[src/logic/core_pkg.sv]
////////////////////
// global control register map
// offsets, readback indices, field positions and reset values
////////////////////

package core_pkg;

  // widths with a meaning on the settings bus
  typedef logic [7:0]  set_addr_t;
  typedef logic [31:0] set_data_t;
  typedef logic [4:0]  rb_sel_t;
  typedef logic [1:0]  pps_sel_t;
  typedef logic [1:0]  lock_t;
  typedef logic [3:0]  tcxo_t;
  typedef logic [7:0]  xb_addr_t;

  ////////////////////
  // settings-bus write offsets
  localparam set_addr_t SR_READBACK = 8'd0;
  localparam set_addr_t SR_MISC     = 8'd4;
  localparam set_addr_t SR_TEST     = 8'd28;
  localparam set_addr_t SR_XB_LOCAL = 8'd32;

  ////////////////////
  // readback indices
  localparam rb_sel_t RB_MISC   = 5'd1;
  localparam rb_sel_t RB_COMPAT = 5'd2;
  localparam rb_sel_t RB_PLL    = 5'd4;
  localparam rb_sel_t RB_NUMCE  = 5'd8;
  localparam rb_sel_t RB_TEST   = 5'd24;

  // fixed words and reset values
  localparam set_data_t  COMPAT_WORD    = 32'hAC00_FF00;
  localparam logic [3:0] NUM_CE         = 4'd0;
  localparam set_data_t  RB_DEFAULT     = 32'hDEAD_BEEF;
  // internal pps selected out of reset
  localparam set_data_t  MISC_RESET     = 32'd2;
  localparam xb_addr_t   XB_LOCAL_RESET = 8'd40;

  // misc register fields
  localparam int MISC_PPS_LSB        = 0;
  localparam int MISC_MIMO_BIT       = 2;
  localparam int MISC_CODEC_ARST_BIT = 3;
  localparam int MISC_TIME_SYNC_BIT  = 21;

endpackage

[src/logic/core_wr_if.sv]
////////////////////
// decoded settings writes, one pulse per register
////////////////////

`timescale 1ns/1ps

interface core_wr_if;

  logic                 wr_misc;
  logic                 wr_test;
  logic                 wr_rb_sel;
  logic                 wr_xb_local;
  // qualified by whichever pulse is high
  core_pkg::set_data_t  data;

  modport src (output wr_misc, output wr_test, output wr_rb_sel,
               output wr_xb_local, output data);

  modport dst (input wr_misc, input wr_test, input wr_rb_sel,
               input wr_xb_local, input data);

endinterface

[src/logic/core_state_if.sv]
////////////////////
// register state seen by the readback stage
////////////////////

`timescale 1ns/1ps

interface core_state_if;

  // level values, held until the next write
  core_pkg::rb_sel_t    rb_sel;
  core_pkg::set_data_t  test_val;
  core_pkg::set_data_t  misc_val;
  core_pkg::pps_sel_t   pps_select;

  modport src (
    output rb_sel,
    output test_val,
    output misc_val,
    output pps_select
  );

  modport dst (
    input rb_sel,
    input test_val,
    input misc_val,
    input pps_select
  );

endinterface

[src/logic/set_decode.sv]
////////////////////
// settings-bus address decode
// one registered write pulse per global register
////////////////////

`timescale 1ns/1ps

module set_decode (
  input  logic                 bus_clk,
  input  logic                 bus_rst,
  input  logic                 i_set_stb,
  input  core_pkg::set_addr_t  i_set_addr,
  input  core_pkg::set_data_t  i_set_data,
  core_wr_if.src               o_wr
);

  logic hit_rb_sel;
  logic hit_misc;
  logic hit_test;
  logic hit_xb_local;

  // address compare, unknown offsets match nothing
  assign hit_rb_sel   = (i_set_addr == core_pkg::SR_READBACK);
  assign hit_misc     = (i_set_addr == core_pkg::SR_MISC);
  assign hit_test     = (i_set_addr == core_pkg::SR_TEST);
  assign hit_xb_local = (i_set_addr == core_pkg::SR_XB_LOCAL);

  ////////////////////
  // write pulses
  always_ff @(posedge bus_clk) begin
    if (bus_rst) begin
      o_wr.wr_rb_sel   <= 1'b0;
      o_wr.wr_misc     <= 1'b0;
      o_wr.wr_test     <= 1'b0;
      o_wr.wr_xb_local <= 1'b0;
    end else begin
      o_wr.wr_rb_sel   <= i_set_stb && hit_rb_sel;
      o_wr.wr_misc     <= i_set_stb && hit_misc;
      o_wr.wr_test     <= i_set_stb && hit_test;
      o_wr.wr_xb_local <= i_set_stb && hit_xb_local;
    end
  end

  // data rides alongside the pulse
  always_ff @(posedge bus_clk) begin
    o_wr.data <= i_set_data;
  end

endmodule

[src/logic/core_regs.sv]
////////////////////
// global register storage
// readback select, test, misc and crossbar local address
////////////////////

`timescale 1ns/1ps

module core_regs (
  input  logic                 bus_clk,
  input  logic                 bus_rst,
  core_wr_if.dst               i_wr,
  core_state_if.src            o_state,
  output core_pkg::pps_sel_t   o_pps_select,
  output logic                 o_mimo,
  output logic                 o_codec_arst,
  output logic                 o_time_sync,
  output core_pkg::xb_addr_t   o_xb_local_addr
);

  core_pkg::rb_sel_t    rb_sel_reg;
  core_pkg::set_data_t  test_reg;
  core_pkg::set_data_t  misc_reg;
  core_pkg::xb_addr_t   xb_local_reg;

  ////////////////////
  // registers
  always_ff @(posedge bus_clk) begin
    if (bus_rst) begin
      rb_sel_reg <= '0;
    end else if (i_wr.wr_rb_sel) begin
      // only the low bits index the readback map
      rb_sel_reg <= i_wr.data[$bits(core_pkg::rb_sel_t)-1:0];
    end
  end

  always_ff @(posedge bus_clk) begin
    if (bus_rst) begin
      test_reg <= '0;
    end else if (i_wr.wr_test) begin
      test_reg <= i_wr.data;
    end
  end

  always_ff @(posedge bus_clk) begin
    if (bus_rst) begin
      misc_reg <= core_pkg::MISC_RESET;
    end else if (i_wr.wr_misc) begin
      misc_reg <= i_wr.data;
    end
  end

  always_ff @(posedge bus_clk) begin
    if (bus_rst) begin
      xb_local_reg <= core_pkg::XB_LOCAL_RESET;
    end else if (i_wr.wr_xb_local) begin
      xb_local_reg <= i_wr.data[$bits(core_pkg::xb_addr_t)-1:0];
    end
  end

  ////////////////////
  // misc field split
  assign o_pps_select =
    misc_reg[core_pkg::MISC_PPS_LSB +: $bits(core_pkg::pps_sel_t)];
  assign o_mimo          = misc_reg[core_pkg::MISC_MIMO_BIT];
  assign o_codec_arst    = misc_reg[core_pkg::MISC_CODEC_ARST_BIT];
  // time sync stays a plain bus-domain bit here
  assign o_time_sync     = misc_reg[core_pkg::MISC_TIME_SYNC_BIT];
  assign o_xb_local_addr = xb_local_reg;

  // state for the readback stage
  assign o_state.rb_sel     = rb_sel_reg;
  assign o_state.test_val   = test_reg;
  assign o_state.misc_val   = misc_reg;
  assign o_state.pps_select = o_pps_select;

endmodule

[src/logic/core_readback.sv]
////////////////////
// registered readback mux
// pll lock pair through a two-flop synchronizer
////////////////////

`timescale 1ns/1ps

module core_readback (
  input  logic                 bus_clk,
  input  logic                 bus_rst,
  core_state_if.dst            i_state,
  input  core_pkg::tcxo_t      i_tcxo_status,
  input  core_pkg::lock_t      i_lock,
  output core_pkg::set_data_t  o_rb_data
);

  core_pkg::lock_t      lock_meta;
  core_pkg::lock_t      lock_sync;
  core_pkg::set_data_t  rb_next;

  ////////////////////
  // lock synchronizer
  always_ff @(posedge bus_clk) begin
    if (bus_rst) begin
      lock_meta <= '0;
      lock_sync <= '0;
    end else begin
      lock_meta <= i_lock;
      lock_sync <= lock_meta;
    end
  end

  ////////////////////
  // word select
  always_comb begin
    case (i_state.rb_sel)
      core_pkg::RB_MISC: begin
        rb_next = {26'd0, i_tcxo_status, i_state.pps_select};
      end
      core_pkg::RB_COMPAT: begin
        rb_next = core_pkg::COMPAT_WORD;
      end
      core_pkg::RB_PLL: begin
        rb_next = {30'd0, lock_sync};
      end
      core_pkg::RB_NUMCE: begin
        rb_next = {28'd0, core_pkg::NUM_CE};
      end
      core_pkg::RB_TEST: begin
        rb_next = i_state.test_val;
      end
      default: begin
        rb_next = core_pkg::RB_DEFAULT;
      end
    endcase
  end

  // output register, index 0 is unmapped after reset
  always_ff @(posedge bus_clk) begin
    if (bus_rst) begin
      o_rb_data <= core_pkg::RB_DEFAULT;
    end else begin
      o_rb_data <= rb_next;
    end
  end

endmodule

[src/logic/core_ctrl_top.sv]
////////////////////
// global control block top level
////////////////////

`timescale 1ns/1ps

module core_ctrl_top (
  input  logic                 bus_clk,
  input  logic                 bus_rst,

  // settings bus from the host
  input  logic                 i_set_stb,
  input  core_pkg::set_addr_t  i_set_addr,
  input  core_pkg::set_data_t  i_set_data,

  // status inputs
  input  core_pkg::tcxo_t      i_tcxo_status,
  input  core_pkg::lock_t      i_lock,

  output core_pkg::set_data_t  o_rb_data,

  // control outputs from the misc register
  output core_pkg::pps_sel_t   o_pps_select,
  output logic                 o_mimo,
  output logic                 o_codec_arst,
  output logic                 o_time_sync,
  output core_pkg::xb_addr_t   o_xb_local_addr
);

  core_wr_if    wr_bus ();
  core_state_if state_bus ();

  ////////////////////
  // stage 1, address decode
  set_decode set_decode_inst (
    .bus_clk    (bus_clk),
    .bus_rst    (bus_rst),
    .i_set_stb  (i_set_stb),
    .i_set_addr (i_set_addr),
    .i_set_data (i_set_data),
    .o_wr       (wr_bus.src)
  );

  ////////////////////
  // stage 2, register storage
  core_regs core_regs_inst (
    .bus_clk         (bus_clk),
    .bus_rst         (bus_rst),
    .i_wr            (wr_bus.dst),
    .o_state         (state_bus.src),
    .o_pps_select    (o_pps_select),
    .o_mimo          (o_mimo),
    .o_codec_arst    (o_codec_arst),
    .o_time_sync     (o_time_sync),
    .o_xb_local_addr (o_xb_local_addr)
  );

  ////////////////////
  // stage 3, readback
  core_readback core_readback_inst (
    .bus_clk       (bus_clk),
    .bus_rst       (bus_rst),
    .i_state       (state_bus.dst),
    .i_tcxo_status (i_tcxo_status),
    .i_lock        (i_lock),
    .o_rb_data     (o_rb_data)
  );

endmodule

[config.mk]
export PLATFORM = sky130hd
export DESIGN_NAME = core_ctrl_top
export DESIGN_NICKNAME = d
export VERILOG_FILES = /design/src/logic/core_pkg.sv /design/src/logic/core_wr_if.sv /design/src/logic/core_state_if.sv /design/src/logic/set_decode.sv /design/src/logic/core_regs.sv /design/src/logic/core_readback.sv /design/src/logic/core_ctrl_top.sv
export SDC_FILE = /design/constraint.sdc
export NUM_CORES = 1
export LEC_CHECK = 0
export BUFFER_PORTS_ARGS = -buffer_cell sky130_fd_sc_hd__buf_2
export CAP_MARGIN = 20
export CORE_MARGIN = 5
export CORE_UTILIZATION = 40
export DETAILED_ROUTE_END_ITERATION = 6
export HOLD_SLACK_MARGIN = 0.15
export SYNTH_ARGS = -nofsm -noshare
export SYNTH_HDL_FRONTEND = slang
export SYNTH_SLANG_ARGS = --single-unit
[constraint.sdc]
create_clock -name bus_clk -period 1.6 [get_ports bus_clk]
set_input_delay 0.24 -clock bus_clk [delete_from_list [all_inputs] [get_ports bus_clk]]
set_output_delay 0.24 -clock bus_clk [all_outputs]
set_load 0.01 [all_outputs]
# Yosys cells after proc, flatten, opt, wreduce, memory -nomap -nowiden
# Cells that the tools add are included.
# word_totals
reg_bits	139
in_bits	49
out_inout_bits	45
word_cells	26
# classes
reduce_logical	5
eq_ne	8
mux	1
# ops
operator	count
case mux 32 bit (5 select lines)	1
== test 8 x 3 -> 1 bit (second input constant)	1
== test 8 x 5 -> 1 bit (second input constant)	1
== test 8 x 6 -> 1 bit (second input constant)	1
logical NOT 8 bit	1
== test 5 x 1 -> 1 bit (second input constant)	1
== test 5 x 2 -> 1 bit (second input constant)	1
== test 5 x 3 -> 1 bit (second input constant)	1
== test 5 x 4 -> 1 bit (second input constant)	1
== test 5 bit (second input constant)	1
logical AND 1 bit	4

# Logic depth before layout (Yosys ltp)
# depth
word_depth	2
ltp_mapped	7
depth_no_buf	4

# Modules after synthesis
# Synthesis repeated with hierarchy kept, for this count alone.
# unflattened
cells_unflattened	417
area_unflattened_um2	4873.4
# by_module_without_submodules
module	cells_per_inst	area_each_um2	seq_area_each_um2	instances
core_regs	257	2872.8	1541.5	1
core_readback	115	1207.4	720.7	1
set_decode	45	793.3	720.7	1

# Worst setup path before layout
# Ideal clock, no wire load.
# synth_path
path_type	reg-to-reg
start	register core_regs_inst.rb_sel_reg[2] (netlist: core_regs_inst.o_state.rb_sel[2])
end	register core_readback_inst.o_rb_data[10]
n_path_buf	2
period_less_slack_ps	1348
required_ps	1486
stages_incl_launch_ff	7
setup_ps	114
path_slack_ps	252
arrival_time_ps	1234
cell_sequence	dfxtp_1 -> buf_4 -> xor2_1 -> a22oi_1 -> or3_1 -> buf_2 -> a21o_1
# synth_between
elab_chain_len	2
word_cells_on_any_way	6
classes_between	5 x eq/ne; 1 x mux
# synth_rtl
element	line_no	text
start: declaration	core_regs.sv:20	core_pkg::rb_sel_t rb_sel_reg;
start signal: assignment	core_regs.sv:32	rb_sel_reg <= i_wr.data[$bits(core_pkg::rb_sel_t)-1:0];
== test 5 bit, or another cell as far along	core_readback.sv:36	case (i_state.rb_sel)
case mux 32 bit (5 select lines) *	core_readback.sv:36	
end signal: assignment	core_readback.sv:61	o_rb_data <= core_pkg::RB_DEFAULT;
end signal: assignment	core_readback.sv:63	o_rb_data <= rb_next;
end: declaration	core_readback.sv:14	output core_pkg::set_data_t o_rb_data
# Mark *: on every way between the ends. The rest lies on a longest branch, timed or not.
# A chain may end at the register's enable or synchronous reset.

# Final worst setup path
# layout_path
start	input port i_set_stb
end	register set_decode_inst.o_wr.wr_misc
# layout_between
elab_chain_len	1
# layout_rtl
element	line_no	text
start: declaration	core_ctrl_top.sv:12	input logic i_set_stb,
logical AND 1 bit	set_decode.sv:38	o_wr.wr_misc <= i_set_stb && hit_misc;
end signal: assignment	set_decode.sv:38	
end: declaration	core_wr_if.sv:16	modport src (output wr_misc, output wr_test, output wr_rb_sel,
# Every way passes these cells.

==> out/results.ini <==
[clock_tree]
cts-root-buf=clkbuf_8
cts_max_path_buffers=2
clk_latency_ns=0.51
clock-sinks=122
cts_tree=built
cts_max_level=4
clk_pin_slew_worst_paths_ns=0.06
cts_buffers=17

[power]
vdd_drop_max_mv=0.774
leakagePower_nw=2.17
p_per_area_mw_per_mm2=1310

[logic_synthesis]
async_flop_share_pct=0
synth_area_leaders=dfxtp_1, mux2i_1, nor2_1, nand2_1, a21o_1
synth_seq_cells=122
synth_nets=381
ys_seq_area_share_pct=64.7
synth_top_area_share_pct=64.7
synth_edf_count=0
yosys.cell_types.count=31
syn_inst=332
syn_area_mm2=0.00378
syn_area_per_cell_um2=11.4
yosys_warnings=0
synth_top_area_cell=dfxtp_1
synthFlopType=dfxtp_1

[timing]
whs_ns=0.214
final-hold-violation-count=0
setup_viol_count_final=0
finClkSkew_ns=0.00849
slew_headroom_pct=67.3
fin_crit_ns=1.51
drv_slew=0
fin_crit_sh_pct=94.4
setup_tns_ns=0
worst_slew_pin_slew_ns=0.490
rsz0062_at_grt=no
fmax_mhz=662

[run_status]
status=complete, no violations

[detailed_routing]
wl_per_cell_um=13.8
ant_nets=0
dr.pass1.iters=5
drt-initial-drc-count=137
vias_per_cell=4.46
route.detailed.drc=0
vias=2763
drt_wl_total_um=8550

[final_layout]
multi_input_area_mm2=0.00121
regArea_mm2=0.00244
final_layout_size_suffix_gt1_share_pct=28.6
syn_to_final_growth_pct=44.3
insertedDiodeCount=0
final_nets=526
fill_cells=764

[floorplanning]
initial_core_util_pct=40.9
rows=35
core_area_mm2=0.00924
ios=94
die_width_um=107
die_h_um=107
dieArea_mm2=0.0115

[run]
drv_cap=0

[place]
io_buffer_count=93
place.gp.congestion=0.753
hpwlAfterDp_um=5390

[worst_setup_path]
r2r_end=core_readback_inst.o_rb_data[1]$_SDFF_PP1_
start_kind=input port
cp.arrival_ns=1.96
slowest_stage=dlygate4sd3_1
path_max_fanout=2
worstSetupPathType=in -> reg
cpMostUsedCell=dlygate4sd3_1
cp.required_ns=2.05
rrSetupSlack_ns=0.17
path_cells=dlygate4sd3_1, buf_2, nand2b_1, nor3_2, nand2_1, nor3_1, dlygate4sd3_1
r2r-start=core_regs_inst.o_state.rb_sel[2]$_SDFFE_PP0P_
end_kind=flop
reg2reg_depth=6
cpPeakStageDelay_ns=0.57

[global_routing]
antenna_found_initial=0
track_usage_pct=16.0
grt_start_max_net_pins=40
grt_overflow_total=0
grt_pass1_wl_um=14200
grt_pass1_vias=2916

[hold_path]
holdCritPathClass=in -> reg
hold_end=core_regs_inst.o_state.test_val[10]$_SDFFE_PP0P_
hold_depth=3
hp-start=bus_rst

worst max-delay path by stage:
| stage | startpoint | end | cells after the start |
|---|---|---|---|
| finish | i_set_stb | set_decode_inst.o_wr.wr_misc$_SDFF_PP0_ | 7 |
| global route | i_set_stb | set_decode_inst.o_wr.wr_misc$_SDFF_PP0_ | 7 |
| CTS | core_regs_inst.o_state.rb_sel[0]$_SDFFE_PP0P_ | core_readback_inst.o_rb_data[31]$_SDFF_PP1_ | 4 |
| detailed placement | core_regs_inst.o_state.rb_sel[0]$_SDFFE_PP0P_ | core_readback_inst.o_rb_data[31]$_SDFF_PP1_ | 4 |
| global placement | core_regs_inst.o_state.rb_sel[0]$_SDFFE_PP0P_ | core_readback_inst.o_rb_data[27]$_SDFF_PP1_ | 4 |
| floorplan | core_regs_inst.o_state.rb_sel[2]$_SDFFE_PP0P_ | core_readback_inst.o_rb_data[10]$_SDFF_PP1_ | 6 |
power breakdown:
part / total, mW / internal (mW) / switching [mW] / leakage [nW]
Sequential: 3.11 / 3.09 / 0.0227 / 0.998
Clock: 3.83 / 2.47 / 1.36 / 0.291
Combinational: 0.194 / 0.127 / 0.0673 / 0.879
Total: 7.14 / 5.68 / 1.45 / 2.17
cells in the final DEF (no fill, tap or decap), types with 2 or more instances in the layout:
cell type      instances
a211o_1                3
a21o_1                 9
a21oi_1                2
a22oi_1                7
buf_12                 2
buf_2                 93
buf_4                  4
bufinv_16              3
clkbuf_16             16
clkbuf_8               3
clkinv_2               2
clkinv_4               2
clkinvlp_4             3
dfxtp_1              120
dfxtp_2                2
dlygate4sd3_1         49
inv_6                  3
mux2i_1               47
nand2_1               32
nand2b_1               3
nand3_1                3
nor2_1                52
nor2b_1                7
nor3_1                 4
nor3b_1                4
xor2_1                 2
critical path: cells and delay by family:
family | cells | cell delay [ns]
and+or+nand+nor | 4 | 0.50
buffers and inverters | 3 | 1.21
metrics by stage:
stage,setup WS [ns],std cells,area (um^2),utilization [%],power (mW)
6_report,0.0903,619,5450,59.0,7.14
5_1_grt,0.00312,619,5450,59.0,7.38
4_1_cts,0.00899,618,5430,58.8,7.23
3_5_place_dp,0.00934,537,4330,46.9,3.29
3_3_place_gp,0.0843,537,4330,46.9,3.28
2_1_floorplan,0.252,332,3780,-,3.20
layer usage:
metal	global-route usage, %	vias up	share of wire (%)
met2	26.9	64	51
met4	8.86	0	2.1
met5	0	-	0
met3	4.88	14	4.2
met1	18.0	1287	43
li1	-	1398	-
layout make-up:
cell class | instances | share of cell area (%)
Clock buffer | 19 | 8.11
Clock inverter | 13 | 3.05
Multi-Input combinational cell | 188 | 22.2
Sequential cell | 122 | 44.9
Tap cell | 129 | 2.96
Timing Repair Buffer | 148 | 18.8
repair_timing:
action / 4_1_cts / 5_1_grt
gates resized for setup: 0 / 3
endpoints found under the hold margin: 42 / 0
setup endpoints to repair: 0 / 13
setup buffers: 0 / 0
hold buffers: 49 / 0
cell families after synthesis:
| family | Yosys count | share of synthesized area (%) |
|---|---|---|
| AOI/OAI and AO/OA | 24 | 4.71 |
| xor gates and xnor gates | 2 | 0.464 |
| buffers and inverters | 23 | 3.81 |
| DFF | 122 | 64.7 |
| muxes | 47 | 12.5 |
| and+or+nand+nor | 114 | 13.9 |
cell usage after synthesis, drive strengths merged, types with 2 or more instances:
library cell    n
mux2i          47
buf            15
dfxtp         122
nor3            5
a21o            9
xor2            2
nor2           52
nor3b           4
a211o           3
nand2          33
a22oi           7
nor2b           7
nand2b          3
clkbuf          8
nand3           3
and2            2
a21oi           3
(Power assumes the default switching activity.)
